File: config.mk
export PLATFORM = sky130hd
export DESIGN_NAME = cpu_regs
export DESIGN_NICKNAME = d
export VERILOG_FILES = /design/src/verilog/cpu_pkg.sv /design/src/verilog/cpu_regs.sv
export SDC_FILE = /design/constraint.sdc
export NUM_CORES = 1
export LEC_CHECK = 0
export BUFFER_PORTS_ARGS = -buffer_cell sky130_fd_sc_hd__buf_2
export CAP_MARGIN = 20
export CORE_ASPECT_RATIO = 1.75
export CORE_UTILIZATION = 41
export DETAILED_ROUTE_END_ITERATION = 16
export PLACE_DENSITY = 0.73
export SLEW_MARGIN = 20
export SYNTH_ARGS = -nofsm -noshare
export SYNTH_HDL_FRONTEND = slang
export SYNTH_SLANG_ARGS = --single-unit
File: constraint.sdc
create_clock -name clk -period 1.5 [get_ports clk]
set_input_delay 0.075 -clock clk [delete_from_list [all_inputs] [get_ports clk]]
set_output_delay 0.075 -clock clk [all_outputs]
set_load 0.1 [all_outputs]
File: src/verilog/cpu_pkg.sv
`default_nettype none

package cpu_pkg;

  // ------------------------------
  // widths
  // ------------------------------
  localparam int nibble_w  = 4;
  localparam int addr_w    = 12;
  localparam int instr_w   = 12;
  localparam int ram_depth = 4096;

  localparam logic [addr_w-1:0] reset_pc = 12'h100;  // first fetch address.

  // r operand codes.
  localparam logic [1:0] r_a  = 2'd0;
  localparam logic [1:0] r_b  = 2'd1;
  localparam logic [1:0] r_mx = 2'd2;
  localparam logic [1:0] r_my = 2'd3;

  // alu operation selects.
  localparam logic [2:0] op_ld   = 3'd0;
  localparam logic [2:0] op_add  = 3'd1;
  localparam logic [2:0] op_and  = 3'd2;
  localparam logic [2:0] op_rlc  = 3'd3;
  localparam logic [2:0] op_rrc  = 3'd4;
  localparam logic [2:0] op_pass = 3'd5;

  // instruction lengths in clocks.
  localparam logic [2:0] cyc_short = 3'd5;
  localparam logic [2:0] cyc_long  = 3'd7;

  // ------------------------------
  // opcode base words
  // ------------------------------
  localparam logic [instr_w-1:0] opc_rlc    = 12'hAF0;  // r twice, bits 3:2 and 1:0.
  localparam logic [instr_w-1:0] opc_rrc    = 12'hE8C;  // r in bits 1:0.
  localparam logic [instr_w-1:0] opc_ld_ri  = 12'hE00;  // r in 5:4, imm in 3:0.
  localparam logic [instr_w-1:0] opc_add_ri = 12'hC00;
  localparam logic [instr_w-1:0] opc_and_ri = 12'hC80;
  localparam logic [instr_w-1:0] opc_ld_x   = 12'hB00;  // byte in 7:0.
  localparam logic [instr_w-1:0] opc_ld_y   = 12'h800;
  localparam logic [instr_w-1:0] opc_nop5   = 12'hFFB;
  localparam logic [instr_w-1:0] opc_nop7   = 12'hFFF;

endpackage

`default_nettype wire

File: src/verilog/cpu_regs.sv
`timescale 1ns/1ps
`default_nettype none

module cpu_regs import cpu_pkg::*; (
  input  wire                 clk,
  input  wire                 rst,
  input  wire                 pc_inc,
  input  wire                 a_we,
  input  wire                 b_we,
  input  wire                 x_we,
  input  wire                 y_we,
  input  wire                 flag_we,
  input  wire  [addr_w-1:0]   xy_byte,
  input  wire  [nibble_w-1:0] wdata,
  input  wire                 carry_in,
  input  wire                 zero_in,
  output logic [addr_w-1:0]   pc,
  output logic [addr_w-1:0]   x,
  output logic [addr_w-1:0]   y,
  output logic [nibble_w-1:0] a,
  output logic [nibble_w-1:0] b,
  output logic                carry,
  output logic                zero
);

  always_ff @(posedge clk) begin
    if (rst) begin
      pc    <= reset_pc;
      a     <= '0;
      b     <= '0;
      x     <= '0;
      y     <= '0;
      carry <= 1'b0;
      zero  <= 1'b0;
    end else begin
      if (pc_inc)
        pc <= pc + 1'b1;
      if (a_we)
        a <= wdata;
      if (b_we)
        b <= wdata;
      // index loads keep the upper nibble.
      if (x_we)
        x <= {x[addr_w-1:8], xy_byte[7:0]};
      if (y_we)
        y <= {y[addr_w-1:8], xy_byte[7:0]};
      if (flag_we) begin
        carry <= carry_in;
        zero  <= zero_in;
      end
    end
  end

  // sequencer writes one register per instruction.
  a_one_we: assert property (@(posedge clk) disable iff (rst)
    $onehot0({a_we, b_we, x_we, y_we}));

endmodule

`default_nettype wire

==> results.json <==
{
  "status": "completed",
  "cts_made_buffers": 5,
  "synthCells": 152,
  "finalSetupViolCount": 0,
  "dr.pass1.iters": 4,
  "synth_ff_type": "dfxtp_1",
  "synthMuxAreaShare": 0.1950,
  "async_flop_share": 0,
  "area_growth_pct": 29.83,
  "min_path_type": "input pin to register",
  "drive_above_1_share": 0.3886,
  "intPower_w": 0.001464,
  "dp_slack_ns": 0.1718,
  "fin_skew_ns": 0.007554,
  "die_area_mm2": 0.003917,
  "track_usage": 0.1521,
  "io_buffer_count": 59,
  "synth_compound_area_frac": 0.03500,
  "path_max_fanout": 6,
  "pwr_density_cell_mw_per_mm2": 1208,
  "hpwl_um": 2104,
  "die-height_um": 82.05,
  "clk_latency_ns": 0.28,
  "final_util": 0.5678,
  "io_pins": 72,
  "cp-end-kind": "register",
  "p_leak_nw": 0.9673,
  "switching_share": 0.3784,
  "max_freq_mhz": 737.4,
  "critPathKind": "register to register",
  "clk_path_buf_depth": 2,
  "grt_max_degree": 24,
  "final_antenna_net_count": 0,
  "cts_setup_buffers": 0,
  "grt_first_pass_wirelength_um": 4333,
  "comb_power_share": 0.263,
  "maxCapViolations": 0,
  "antenna_found_initial": 0,
  "vdd_drop_max_mv": 0.8490,
  "critPathArrivalTime_ns": 1.52,
  "fillers": 330,
  "grt_pass1_vias": 1032,
  "core_mm2": 0.003433,
  "p_clk_frac": 0.281,
  "rsz0062_at_grt": "false",
  "synth_xor_area_frac": 0.02333,
  "regArea_um2": 799.5,
  "tns_ns": 0,
  "initial_core_util": 0.4373,
  "drv_slew": 0,
  "synth_cell_types": 26,
  "min_from": "zero_in",
  "syn_area_mm2": 0.001501,
  "synth-edff-count": 0,
  "reg2reg_depth": 3,
  "avgSynthCellArea_um2": 9.878,
  "synth_top_family_by_area": "multiplexers",
  "cts_hold_buffers": 0,
  "rows": 28,
  "multiInputGateArea_um2": 695.7,
  "num_vias": 1199,
  "clk_pin_slew_ns": 0.07,
  "htree_levels": 2,
  "hold_path_end": "zero",
  "fin_nets": 237,
  "r2r-start": "pc[5]",
  "synth_fa_ha_area_frac": 0.008333,
  "place_congestion": 0.6822,
  "min_period_ns": 1.356,
  "timing.rr.end": "pc[11]",
  "yosysSeqAreaShare": 0.5067,
  "drc": 0,
  "drt_iter0_drc": 19,
  "ys_warn_count": 0,
  "power_frac_seq": 0.456,
  "worst_slack_ns": 0.1439,
  "post_drt_wl_per_cell_um": 11.23,
  "cts_tree": "built",
  "hold_depth": 3,
  "rrSetupSlack_ns": 0.14,
  "synth_seq_cells": 38,
  "synthSimpleGateAreaFrac": 0.1617,
  "finalHoldViolations": 0,
  "fin_crit_sh": 0.9041,
  "overflow": 0,
  "fp.dieW_um": 47.75,
  "cts.sinks": 38,
  "antenna_cells": 0,
  "avgViaCountPerCell": 4.684,
  "postRouteWirelength_um": 2874,
  "cp-start-kind": "register",
  "switchingPower_w": 0.0008911,
  "cts_resized": 0,
  "crit_required_ns": 1.66,
  "clockRootBuffer": "clkbuf_8"
}
[worst max path at each step]
stage / start / end / depth (start not counted)
after floorplan: pc[0] / pc[11] / 3
final: pc[5] / pc[11] / 3
after detailed placement: pc[2] / pc[11] / 3
after CTS: pc[5] / pc[10] / 3
after global placement: pc[2] / pc[11] / 3
after global routing: pc[5] / pc[10] / 3
[flip-flops by register name (all words and copies together) (netlist names)]
register  cells
a             4
b             4
carry         1
pc           12
x             8
y             8
zero          1
[placed cells by master, fill, tap and decap left out, types with 2 or more instances in the layout]
cell type  netlist  layout
nand2_1          4       4
inv_1            3       3
or4_1            3       3
o31ai_1          3       3
nor4_1           2       2
a21oi_1          4       4
xnor2_1          3       3
clkbuf_8         0       5
nor2_1          33      33
nand4_4          0       2
nor2b_1          2       2
o21ai_0          2       2
buf_2            0      59
dfxtp_4          0      10
conb_1           1       8
dfxtp_1         38      27
mux2i_1         27      27
[synth_stat cells, types with 2 or more instances]
cell	number	share of area
dfxtp_1	38	0.51
nor2_1	33	0.083
mux2i_1	27	0.18
buf_4	8	0.040
clkbuf_1	7	0.018
a21oi_1	4	0.013
nand2_1	4	0.010
inv_1	3	0.0075
o31ai_1	3	0.015
or4_1	3	0.015
xnor2_1	3	0.018
nand4_2	2	0.017
nor2b_1	2	0.0083
nor4_1	2	0.0083
o21ai_0	2	0.0067
[cells by family after synthesis]
| kind of cell | Yosys count |
|---|---|
| compound gates | 9 |
| xor+xnor | 4 |
| fa+ha+maj | 1 |
| buf+inv | 19 |
| flops | 38 |
| mux | 29 |
| other cells | 1 |
| simple gates | 51 |
[routing by layer]
metal  up-vias  routed length (µm)  GRT usage  share of wire
met5         -                   0          0              0
met3         4                 137    0.04176          0.048
met2        42                1475     0.2689           0.51
met1       544                1228     0.1612           0.43
li1        609                   -          -              -
met4         0                  33    0.05833          0.011
[stage by stage]
step / hold WS [ns] / instances / total power [W] / cell area (µm²)
after detailed placement: 0.3206 / 248 / 0.001717 / 1866
after global routing: 0.03924 / 256 / 0.002452 / 1949
after CTS: 0.02099 / 256 / 0.002397 / 1949
final: 0.02617 / 256 / 0.002355 / 1949
after global placement: 0.3169 / 248 / 0.001714 / 1866
after floorplan: 0.1786 / 159 / 0.001637 / 1597
[cell type report]
cell class / instances / share of cell area
clock buffer: 5 / 0.03530
tap: 45 / 0.02888
timing repair buffer: 60 / 0.1553
clock inverter: 3 / 0.007702
sequential: 38 / 0.4101
inverter: 3 / 0.005777
multi-input combinational: 102 / 0.3569
[power by group through the flow]
| stage | Sequential (W) | Combinational, W | Clock, W |
|---|---|---|---|
| 6_report | 0.00107 | 0.000619 | 0.000663 |
| 5_1_grt | 0.00108 | 0.000645 | 0.000728 |
| 4_1_cts | 0.00107 | 0.000623 | 0.000701 |
| 3_5_place_dp | 0.00110 | 0.000622 | 0 |
| 3_3_place_gp | 0.00110 | 0.000619 | 0 |
| 2_1_floorplan | 0.00143 | 0.000203 | 0 |
[worst max-delay path, stage by stage, from the launching register on]
cell     delay (ns)
dfxtp_4        0.37
nand4_1        0.24
nor4_1         0.28
mux2_1         0.35
Power figures use the tool's default switching activity.
