$ cat config.mk
export PLATFORM = sky130hd
export DESIGN_NAME = cpu_core
export DESIGN_NICKNAME = d
export VERILOG_FILES = /design/src/verilog/cpu_pkg.sv /design/src/verilog/cpu_alu.sv /design/src/verilog/cpu_core.sv
export SDC_FILE = /design/constraint.sdc
export NUM_CORES = 1
export LEC_CHECK = 0
export ABC_AREA = 1
export BUFFER_PORTS_ARGS = -buffer_cell sky130_fd_sc_hd__clkbuf_2
export CAP_MARGIN = 5
export CORE_MARGIN = 3
export CORE_UTILIZATION = 46
export DETAILED_ROUTE_END_ITERATION = 6
export MAX_ROUTING_LAYER = met4
export PLACE_DENSITY_LB_ADDON = 0.2
export SYNTH_ARGS = -nofsm -noshare
export SYNTH_HDL_FRONTEND = slang
export SYNTH_SLANG_ARGS = --single-unit
$ cat constraint.sdc
create_clock -name clk -period 3.2 [get_ports clk]
set_input_delay 0.64 -clock clk [delete_from_list [all_inputs] [get_ports clk]]
set_output_delay 0.64 -clock clk [all_outputs]
set_load 0.05 [all_outputs]
$ cat src/verilog/cpu_pkg.sv
`default_nettype none

package cpu_pkg;

  // ------------------------------
  // widths
  // ------------------------------
  localparam int nibble_w  = 4;
  localparam int addr_w    = 12;
  localparam int instr_w   = 12;
  localparam int ram_depth = 4096;

  localparam logic [addr_w-1:0] reset_pc = 12'h100;  // first fetch address.

  // r operand codes.
  localparam logic [1:0] r_a  = 2'd0;
  localparam logic [1:0] r_b  = 2'd1;
  localparam logic [1:0] r_mx = 2'd2;
  localparam logic [1:0] r_my = 2'd3;

  // alu operation selects.
  localparam logic [2:0] op_ld   = 3'd0;
  localparam logic [2:0] op_add  = 3'd1;
  localparam logic [2:0] op_and  = 3'd2;
  localparam logic [2:0] op_rlc  = 3'd3;
  localparam logic [2:0] op_rrc  = 3'd4;
  localparam logic [2:0] op_pass = 3'd5;

  // instruction lengths in clocks.
  localparam logic [2:0] cyc_short = 3'd5;
  localparam logic [2:0] cyc_long  = 3'd7;

  // ------------------------------
  // opcode base words
  // ------------------------------
  localparam logic [instr_w-1:0] opc_rlc    = 12'hAF0;  // r twice, bits 3:2 and 1:0.
  localparam logic [instr_w-1:0] opc_rrc    = 12'hE8C;  // r in bits 1:0.
  localparam logic [instr_w-1:0] opc_ld_ri  = 12'hE00;  // r in 5:4, imm in 3:0.
  localparam logic [instr_w-1:0] opc_add_ri = 12'hC00;
  localparam logic [instr_w-1:0] opc_and_ri = 12'hC80;
  localparam logic [instr_w-1:0] opc_ld_x   = 12'hB00;  // byte in 7:0.
  localparam logic [instr_w-1:0] opc_ld_y   = 12'h800;
  localparam logic [instr_w-1:0] opc_nop5   = 12'hFFB;
  localparam logic [instr_w-1:0] opc_nop7   = 12'hFFF;

endpackage

`default_nettype wire

$ cat src/verilog/cpu_alu.sv
`timescale 1ns/1ps
`default_nettype none

module cpu_alu import cpu_pkg::*; (
  input  wire  [2:0]          op,
  input  wire  [nibble_w-1:0] operand,
  input  wire  [nibble_w-1:0] imm,
  input  wire                 carry_in,
  output logic [nibble_w-1:0] result,
  output logic                carry_out,
  output logic                zero_out
);

  always_comb begin
    result    = operand;
    carry_out = carry_in;  // kept unless the op says otherwise.
    case (op)
      op_ld: begin
        result = imm;
      end
      op_add: begin
        {carry_out, result} = {1'b0, operand} + {1'b0, imm};
      end
      op_and: begin
        result = operand & imm;
      end
      op_rlc: begin
        // carry enters bit 0, bit 3 leaves.
        {carry_out, result} = {operand, carry_in};
      end
      op_rrc: begin
        {result, carry_out} = {carry_in, operand};  // mirror of rlc.
      end
      op_pass: begin
        result = operand;
      end
      default: begin
        result = operand;
      end
    endcase
  end

  assign zero_out = (result == '0);

endmodule

`default_nettype wire

$ cat src/verilog/cpu_core.sv
`timescale 1ns/1ps
`default_nettype none

module cpu_core import cpu_pkg::*; (
  input  wire                 clk,
  input  wire                 rst,
  input  wire  [instr_w-1:0]  rom_data,
  input  wire  [nibble_w-1:0] ram_rdata,
  input  wire  [addr_w-1:0]   pc,
  input  wire  [nibble_w-1:0] a,
  input  wire  [nibble_w-1:0] b,
  input  wire  [addr_w-1:0]   x,
  input  wire  [addr_w-1:0]   y,
  input  wire                 carry,
  output logic [addr_w-1:0]   rom_addr,
  output logic                ram_re,
  output logic                ram_we,
  output logic [addr_w-1:0]   ram_addr,
  output logic [nibble_w-1:0] ram_wdata,
  output logic                pc_inc,
  output logic                a_we,
  output logic                b_we,
  output logic                x_we,
  output logic                y_we,
  output logic                flag_we,
  output logic [nibble_w-1:0] wdata,
  output logic [addr_w-1:0]   xy_byte,
  output logic                carry_in,
  output logic                zero_in,
  output logic                instr_done
);

  logic [2:0]          cnt;  // 1 is the fetch cycle.
  logic [instr_w-1:0]  ir;
  logic [nibble_w-1:0] operand;
  logic [1:0]          r_sel;
  logic [2:0]          alu_op;
  logic [nibble_w-1:0] alu_result;
  logic                alu_carry;
  logic                alu_zero;

  // ------------------------------
  // decode
  // ------------------------------
  wire first = (cnt == 3'd1);
  wire [instr_w-1:0] word = first ? rom_data : ir;  // rom word until latched.

  wire is_rlc  = (word[11:4] == opc_rlc[11:4]) && (word[3:2] == word[1:0]);
  wire is_rrc  = (word[11:2] == opc_rrc[11:2]);
  wire is_ld   = (word[11:6] == opc_ld_ri[11:6]);
  wire is_add  = (word[11:6] == opc_add_ri[11:6]);
  wire is_and  = (word[11:6] == opc_and_ri[11:6]);
  wire is_ld_x = (word[11:8] == opc_ld_x[11:8]);
  wire is_ld_y = (word[11:8] == opc_ld_y[11:8]);
  wire is_nop7 = (word == opc_nop7);

  wire uses_r = is_rlc || is_rrc || is_ld || is_add || is_and;
  wire mem_op = uses_r && (r_sel == r_mx || r_sel == r_my);
  wire [2:0] len = (is_rlc || is_add || is_and || is_nop7) ? cyc_long : cyc_short;
  wire last = (cnt == len);

  always_comb begin
    if (is_rlc || is_rrc)
      r_sel = word[1:0];
    else
      r_sel = word[5:4];
  end

  always_comb begin
    if (is_rlc)
      alu_op = op_rlc;
    else if (is_rrc)
      alu_op = op_rrc;
    else if (is_ld)
      alu_op = op_ld;
    else if (is_add)
      alu_op = op_add;
    else if (is_and)
      alu_op = op_and;
    else
      alu_op = op_pass;  // anything else runs as nop5.
  end

  // ------------------------------
  // sequencer
  // ------------------------------
  always_ff @(posedge clk) begin
    if (rst)
      cnt <= 3'd1;
    else if (last)
      cnt <= 3'd1;
    else
      cnt <= cnt + 3'd1;
  end

  always_ff @(posedge clk) begin
    if (first)
      ir <= rom_data;
    if (cnt == 3'd2)
      operand <= mem_op ? ram_rdata : ((r_sel == r_b) ? b : a);
  end

  cpu_alu u_alu (
    .op        (alu_op),
    .operand   (operand),
    .imm       (ir[3:0]),
    .carry_in  (carry),
    .result    (alu_result),
    .carry_out (alu_carry),
    .zero_out  (alu_zero)
  );

  assign rom_addr  = pc;
  assign ram_re    = first && !rst && mem_op;  // no fetch while held in reset.
  assign ram_addr  = (r_sel == r_my) ? y : x;
  assign ram_we    = last && mem_op;
  assign ram_wdata = alu_result;

  assign pc_inc     = last;
  assign instr_done = last;
  assign a_we       = last && uses_r && (r_sel == r_a);
  assign b_we       = last && uses_r && (r_sel == r_b);
  assign x_we       = last && is_ld_x;
  assign y_we       = last && is_ld_y;
  assign flag_we    = last && (is_rlc || is_rrc || is_add || is_and);
  assign wdata      = alu_result;
  assign xy_byte    = {{(addr_w - 8){1'b0}}, ir[7:0]};
  assign carry_in   = alu_carry;
  assign zero_in    = alu_zero;

  // a reset cycle always restarts at fetch.
  a_no_done_in_rst: assert property (@(posedge clk) rst |=> !instr_done);
  // a ram write needs the operand read at fetch.
  a_we_mem_only: assert property (@(posedge clk) disable iff (rst)
    ram_we |-> ($past(ram_re, cyc_short - 1) || $past(ram_re, cyc_long - 1)));

endmodule

`default_nettype wire

==> results of run 1 <==
==> layout by cell type (no fill, tap or decap), drive strengths merged <==
master and n:
a21oi 3, buf 33, clkbuf 77, clkinv 1
conb 4, dfxtp 15, edfxtp 4, fa 1
ha 7, inv 54, nand2 117, nand3 52
nand3b 3, nand4 9, nor2 32, nor3 7
o21ai 5, o22ai 1, xnor2 2
==> critical path: cells and delay by family, from the launching register on <==
family	cells	cell delay (ns)
adders and majority gates	1	0.18
buffers and inverters	5	0.56
DFF	1	0.36
and+or+nand+nor	13	1.06
==> state kept, by name (all words and copies together), names as in the netlist <==
register	count
ir	12
operand	4
cnt	3
==> cell families (layout without fill, tap and decap cells) <==
logic type / count (synthesis) / in the layout / share of synthesized area
AND/OR/NAND/NOR: 218 / 220 / 0.5017
AO/OA/AOI/OAI: 9 / 9 / 0.02438
XOR/XNOR: 2 / 2 / 0.007938
flip-flops: 19 / 19 / 0.1905
adder cells (fa/ha/maj): 8 / 8 / 0.04875
buffers and inverters: 91 / 165 / 0.2250
other: 1 / 4 / 0.001699
==> layer usage <==
metal | vias up | wire length [um]
met5 | - | 0
met4 | 0 | 160
met3 | 20 | 443
met2 | 105 | 3194
met1 | 1075 | 2672
li1 | 1223 | -
==> final timing paths <==
check	endpoint	slack [ns]	cells after the start
setup / recovery	ram_addr[4]	0.12	19
hold / removal	cnt[0]$_SDFF_PP1_	0.47	1
setup reg to reg	operand[2]$_DFFE_PN_	0.85	18
hold reg to reg	cnt[0]$_SDFF_PP1_	0.47	1
==> through the flow <==
step / hold WS [ns] / utilization / cells / area [um2]
after floorplan: 0.4286 / - / 351 / 2228
after global placement: 0.4471 / 0.5722 / 463 / 2577
after detailed placement: 0.4602 / 0.5722 / 463 / 2577
after CTS: 0.4718 / 0.6364 / 473 / 2867
after global routing: 0.4873 / 0.6728 / 479 / 3030
final: 0.4682 / 0.6728 / 479 / 3030
==> cell usage after synthesis <==
cell and n:
nor2_1 25, inv_2 4, clkinv_2 1, buf_4 31, o21ai_0 2, edfxtp_1 4, o21ai_2 2, conb_1 1
nand2_2 12, fa_1 1, nand4_1 9, inv_1 50, o22ai_1 1, dfxtp_1 15, buf_6 5, a21oi_1 3
ha_1 7, nand2_4 7, xnor2_1 2, nand3_1 41, nor3_2 1, nor3_1 6, nor2_4 4, o21ai_1 1
nand3_4 1, nand3_2 9, nor2_2 3, nand3b_1 3, nand2_1 97
==> power by group through the flow <==
stage	sequential [W]	clock [W]	combinational, W
5_1_grt	0.000469	0.000184	0.00270
6_report	0.000458	0.000169	0.00252
3_5_place_dp	0.000455	0	0.00202
4_1_cts	0.000454	0.000174	0.00232
3_3_place_gp	0.000453	0	0.00201
2_1_floorplan	0.000420	0	0.00178
==> final cells by class <==
class,count,share of cell area
Sequential cell,19,0.1408
Inverter,55,0.07102
Multi-Input combinational cell,243,0.4893
Tap cell,52,0.02147
Clock buffer,4,0.01486
Timing Repair Buffer,106,0.2626
==> what timing repair did <==
action,in CTS,in global routing
endpoints found under the setup margin,30,30
gates cloned,1,1
hold endpoints to repair,0,0
hold buffers,0,0
resized for setup,42,47
pin swaps,8,13
setup buffers,5,5
==> reports/metrics.cfg, run 1 <==
[grt]
gr-usage-met3=0.03872
top_usage_layer=met2
grt_overflow=0
grt_max_degree=14
grt_pass1_vias=2200
met1_usage=0.2841
grt_pass1_wl_um=9832
antenna_found_initial=0
grt_use_total=0.2302
use_met2=0.3868

[drt]
wl_per_cell_um=13.51
vias=2423
drt-pass1-iter-count=4
drtIter0Drc=243
antenna_left=0
routed_wl_um=6471
vias_per_cell=5.058
post-route-drc-count=0

[logic_synthesis]
syn_inst=348
ys_seq_area_frac=0.1905
netlist_area_um2=2207
avgSynthCellArea_um2=6.342
ys_ff_latch=19
synth_top_area_cell=nand2_1
synth_top_area_frac=0.1650
synth.area.top_cells=nand2_1 (16%), dfxtp_1 (14%), buf_4 (11%)
yosys.cell_types.count=29
synth-warning-count=0

[die]
dieArea_um2=5666
dieWidth_um=75.27
start_util=0.4900
core_um2=4504
row_count=24
dieHeight_um=75.27
io_pins=118

[timing]
fin_crit_sh=0.9639
rsz0062_at_grt=yes
finalSetupTns_ns=0
drv_slew=0
fin_ws_ns=0.1155
fin_crit_ns=3.085
finalSetupViolCount=0
fin_skew_ns=0.005643
hold_viol=0
fmax_mhz=324.2

[layout]
register_area_um2=426.7
drive_gt1_frac=0.4192
area_delta_synth_final_pct=37.30
fill_cells=392
num_antenna_cells=0
nets=499
multi_input_area_um2=1483

[worst_setup_path]
crit_path_end_kind=output port
slowest_delay_ns=0.36
cp.required_ns=2.56
crit_path_start_kind=register
crit_arrival_ns=2.44
worst_path_most_repeated_cell=nand2_1
cp_cell_sequence=inv_2 > ha_4 > inv_1 > nor2_4 > buf_4 > nand2_1 > nand2_1 > nand2_1 > nand2_2 > nor2_4 > nand2_4 > nand2_4 > nand2_4 > nand2_8 > inv_8 > nand2_8 > nand2_1 > nand2_1 > clkbuf_8
worstReg2RegStart=cnt[1]$_SDFF_PP0_
cp-startpoint=cnt[1]$_SDFF_PP0_
path_class=register to output port
cpMaxStageDelayCell=dfxtp_4
worst-path-max-fanout=13

[clocking]
clkSinkCount=19
numCtsBuffers=3
cts_tree=done
path_clk_slew_ns=0.07
clock_tree.buffer_depth=2
insertion_delay_ns=0.26
htreeDepth=1
root_buffer=clkbuf_8

[place]
hpwl_um=4810
routabilityCongestion=0.8865
pre_cts_slack_ns=-0.03346
port_buffers=89

[pwr]
p_int_w=0.001274
switching_power_w=0.001875
seqPwrFrac=0.145
switching_share=0.5954
finalPower_w=0.003149
vdd_drop_max_mv=0.8524
p_per_area_nw_per_um2=1039
p_clk_frac=0.054
comb_power_share=0.801
p_leak_nw=1.714

[min_path]
hp-start=cnt[0]$_SDFF_PP1_
hp-class=register to register

[job]
maxCapViolCount=0

[outcome]
status=finished, final reports clean

(Power assumes the default switching activity.)
==> run 2: changes to the inputs <==
--- a/config.mk
+++ b/config.mk
@@ -8,7 +8,6 @@
 export ABC_AREA = 1
 export BUFFER_PORTS_ARGS = -buffer_cell sky130_fd_sc_hd__clkbuf_2
 export CAP_MARGIN = 5
-export CORE_MARGIN = 3
 export CORE_UTILIZATION = 46
 export DETAILED_ROUTE_END_ITERATION = 6
 export MAX_ROUTING_LAYER = met4
==> run 2 against run 1 <==
- clock skew shrank 0.0028 ns
- hold slack worse by 0.0017 ns
- via count shrank 0.62%
- critical path type unchanged
- sequential cell count did not move
- clock power grew 5%
- critical path depth down 3
- sequential power barely moved
- the run now ends with DRC left
==> reports/metrics.cfg, run 2 (synthesis results as in run 1) <==
[drt]
antenna_left=0  ; unchanged
vias=2408  ; was 2,423
drtIter0Drc=197  ; was 243
routed_wl_um=6215  ; was 6471 um
wl_per_cell_um=13.11  ; was 13.51 um
drt-pass1-iter-count=7  ; was 4
post-route-drc-count=4  ; was 0
vias_per_cell=5.080  ; was 5.058

[worst_setup_path]
worst_path_most_repeated_cell=nand2_1  ; unchanged
cp-startpoint=cnt[1]$_SDFF_PP0_  ; unchanged
worst-path-max-fanout=8  ; was 13
cp.buffers_inverters=4  ; was 5
cp_cell_sequence=inv_2 > ha_4 > inv_2 > nor2_4 > buf_12 > nand2_1 > nand2_1 > nand2_1 > nand2_2 > nor2_4 > nand2_4 > nand3_1 > nand2_1 > nand3_4 > nor3_2 > clkbuf_8  ; was inv_2 > ha_4 > inv_1 > nor2_4 > buf_4 > nand2_1 > nand2_1 > nand2_1 > nand2_2 > nor2_4 > nand2_4 > nand2_4 > nand2_4 > nand2_8 > inv_8 > nand2_8 > nand2_1 > nand2_1 > clkbuf_8
path_class=register to output port  ; unchanged
critical-path-top-delay-family=simple AND/OR/NAND/NOR gates  ; unchanged
worstReg2RegStart=cnt[1]$_SDFF_PP0_  ; unchanged
cpMaxStageDelayCell=dfxtp_4  ; unchanged
crit_path_end_kind=output port  ; unchanged
crit_path_start_kind=register  ; unchanged
cp.required_ns=2.56  ; about the same
slowest_delay_ns=0.36  ; about the same
crit_arrival_ns=2.55  ; was 2.44 ns

[timing]
fmax_mhz=313.7  ; was 324.2 MHz
holdWs_ns=0.4665  ; was 0.4682 ns
fin_skew_ns=0.002846  ; was 0.005643 ns
fin_ws_ns=0.01247  ; was 0.1155 ns
fin_crit_ns=3.188  ; was 3.085 ns
hold_viol=0  ; unchanged
drv_slew=0  ; unchanged
rsz0062_at_grt=yes  ; unchanged
finalSetupViolCount=0  ; unchanged
fin_crit_sh=0.9961  ; was 0.9639

[pwr]
p_per_area_nw_per_um2=1032  ; was 1039 nW/um2
switching_share=0.6007  ; was 0.5954
p_leak_nw=1.681  ; was 1.714 nW
p_int_w=0.001236  ; was 0.001274 W
p_clk_frac=0.057  ; was 0.054
switching_power_w=0.001860  ; was 0.001875 W
comb_power_share=0.795  ; was 0.801
vdd_drop_max_mv=0.8262  ; was 0.8524 mV
finalPower_w=0.003096  ; was 0.003149 W
seqPwrFrac=0.147  ; was 0.145

[die]
dieArea_um2=5079  ; was 5666 um2
core_um2=4474  ; was 4504 um2
row_count=24  ; unchanged
dieHeight_um=71.27  ; was 75.27 um
dieWidth_um=71.27  ; was 75.27 um
io_pins=118  ; unchanged
start_util=0.4933  ; was 0.4900

[clocking]
cts_hold_buffers=0  ; unchanged
numCtsBuffers=3  ; unchanged
clock_tree.buffer_depth=2  ; unchanged
path_clk_slew_ns=0.08  ; was 0.07 ns
insertion_delay_ns=0.27  ; was 0.26 ns
root_buffer=clkbuf_8  ; unchanged
clkSinkCount=19  ; unchanged
htreeDepth=1  ; unchanged
cts_tree=done  ; unchanged

[grt]
grt_max_degree=19  ; was 14
gr-usage-met3=0.03516  ; was 0.03872
top_usage_layer=met2  ; unchanged
grt_use_total=0.2495  ; was 0.2302
antenna_found_initial=0  ; unchanged
grt_pass1_vias=2195  ; was 2,200
grt_overflow=0  ; unchanged
met1_usage=0.3066  ; was 0.2841
use_met2=0.4265  ; was 0.3868
grt_pass1_wl_um=9825  ; was 9832 um

[place]
routabilityCongestion=1.017  ; was 0.8865
hpwl_um=4599  ; was 4810 um
placedInstanceArea_um2=2547  ; was 2577 um2
pre_cts_slack_ns=0.004249  ; was -0.03346 ns
port_buffers=89  ; unchanged

[layout]
regMostFlops=ir  ; unchanged
stdcell_area_um2=2999  ; was 3030 um2
num_antenna_cells=0  ; unchanged
final_cell_mix=nand2_1 (87), clkbuf_2 (65), inv_1 (48)  ; was nand2_1 (87), clkbuf_2 (67), inv_1 (49)
top_regs=ir x12, operand x4, cnt x3  ; unchanged
largest_reg_flops=12  ; unchanged
drive_gt1_frac=0.4218  ; was 0.4192
layout_commonest_cell=nand2_1  ; unchanged
nets=494  ; was 499
area_delta_synth_final_pct=35.88  ; was 37.30%
fill_cells=364  ; was 392

[job]
maxCapViolCount=0  ; unchanged

[outcome]
status=finished with violations  ; was finished, final reports clean
violations=DRC

[min_path]
hp-start=cnt[0]$_SDFF_PP1_  ; unchanged
hp-class=register to register  ; unchanged

-- run 2: changes by cell type in the layout (fill, tap and decap cells not counted), moves of 3 or more --
| cell | delta |
|---|---|
| clkbuf_8 | +5 |
| nor2_1 | -3 |
| nand3_2 | -3 |
| buf_8 | -4 |
| nand3_4 | +3 |
| nor2_2 | +4 |
| buf_4 | -5 |
-- run 2: power groups by stage --
stage / clock (W) / combinational (W) / sequential, W
after floorplan: 0 / 0.00178 / 0.000420
after global placement: 0 / 0.00199 / 0.000451
after detailed placement: 0 / 0.00200 / 0.000453
after CTS: 0.000179 / 0.00221 / 0.000453
after global routing: 0.000192 / 0.00264 / 0.000470
final: 0.000178 / 0.00246 / 0.000456
-- run 2: per-stage QoR --
stage,setup TNS (ns),cells,utilization
floorplan,-0.5893,351,-
global placement,0,461,0.5694
detailed placement,0,461,0.5694
CTS,0,468,0.6222
global route,-1.770,474,0.6703
finish,0,474,0.6703
-- run 2: path summary, 6_finish.rpt --
| path | endpoint | slack [ns] | cells past startpoint |
|---|---|---|---|
| max | b_we | 0.01 | 16 |
| min | cnt[0]$_SDFF_PP1_ | 0.47 | 1 |
| max reg2reg | operand[2]$_DFFE_PN_ | 0.88 | 18 |
| min reg2reg | cnt[0]$_SDFF_PP1_ | 0.47 | 1 |
-- run 2: layer usage --
| metal | wire length, um | up-vias | part of all wire |
|---|---|---|---|
| li1 | - | 1209 | - |
| met1 | 2641 | 1069 | 0.42 |
| met2 | 3076 | 118 | 0.49 |
| met3 | 391 | 12 | 0.063 |
| met4 | 104 | 0 | 0.017 |
| met5 | 0 | - | 0 |
-- run 2: what timing repair did --
item                                   4_1_cts  5_1_grt
cloned                                       1        1
gates resized for setup                     40       53
setup buffers                                2        5
setup endpoints to repair                   30       31
pin swaps                                    3       11
endpoints found under the hold margin        0        0
-- run 2: worst register-to-register path, delay by kind of cell (launching register included) --
family / cells / cell delay [ns]
buffers and inverters: 3 / 0.25
AND/OR/NAND/NOR: 14 / 1.29
adder cells (fa/ha/maj): 1 / 0.19
flip-flops: 1 / 0.36
-- run 2: area by class of cell --
type | instances | area (um2) | share of cell area
clock buffer | 4 | 45.04 | 0.01502
sequential | 19 | 429.2 | 0.1431
tap | 52 | 65.06 | 0.02169
inverter | 55 | 215.2 | 0.07176
multi-input combinational | 243 | 1498 | 0.4994
timing repair buffer | 101 | 747.0 | 0.2491
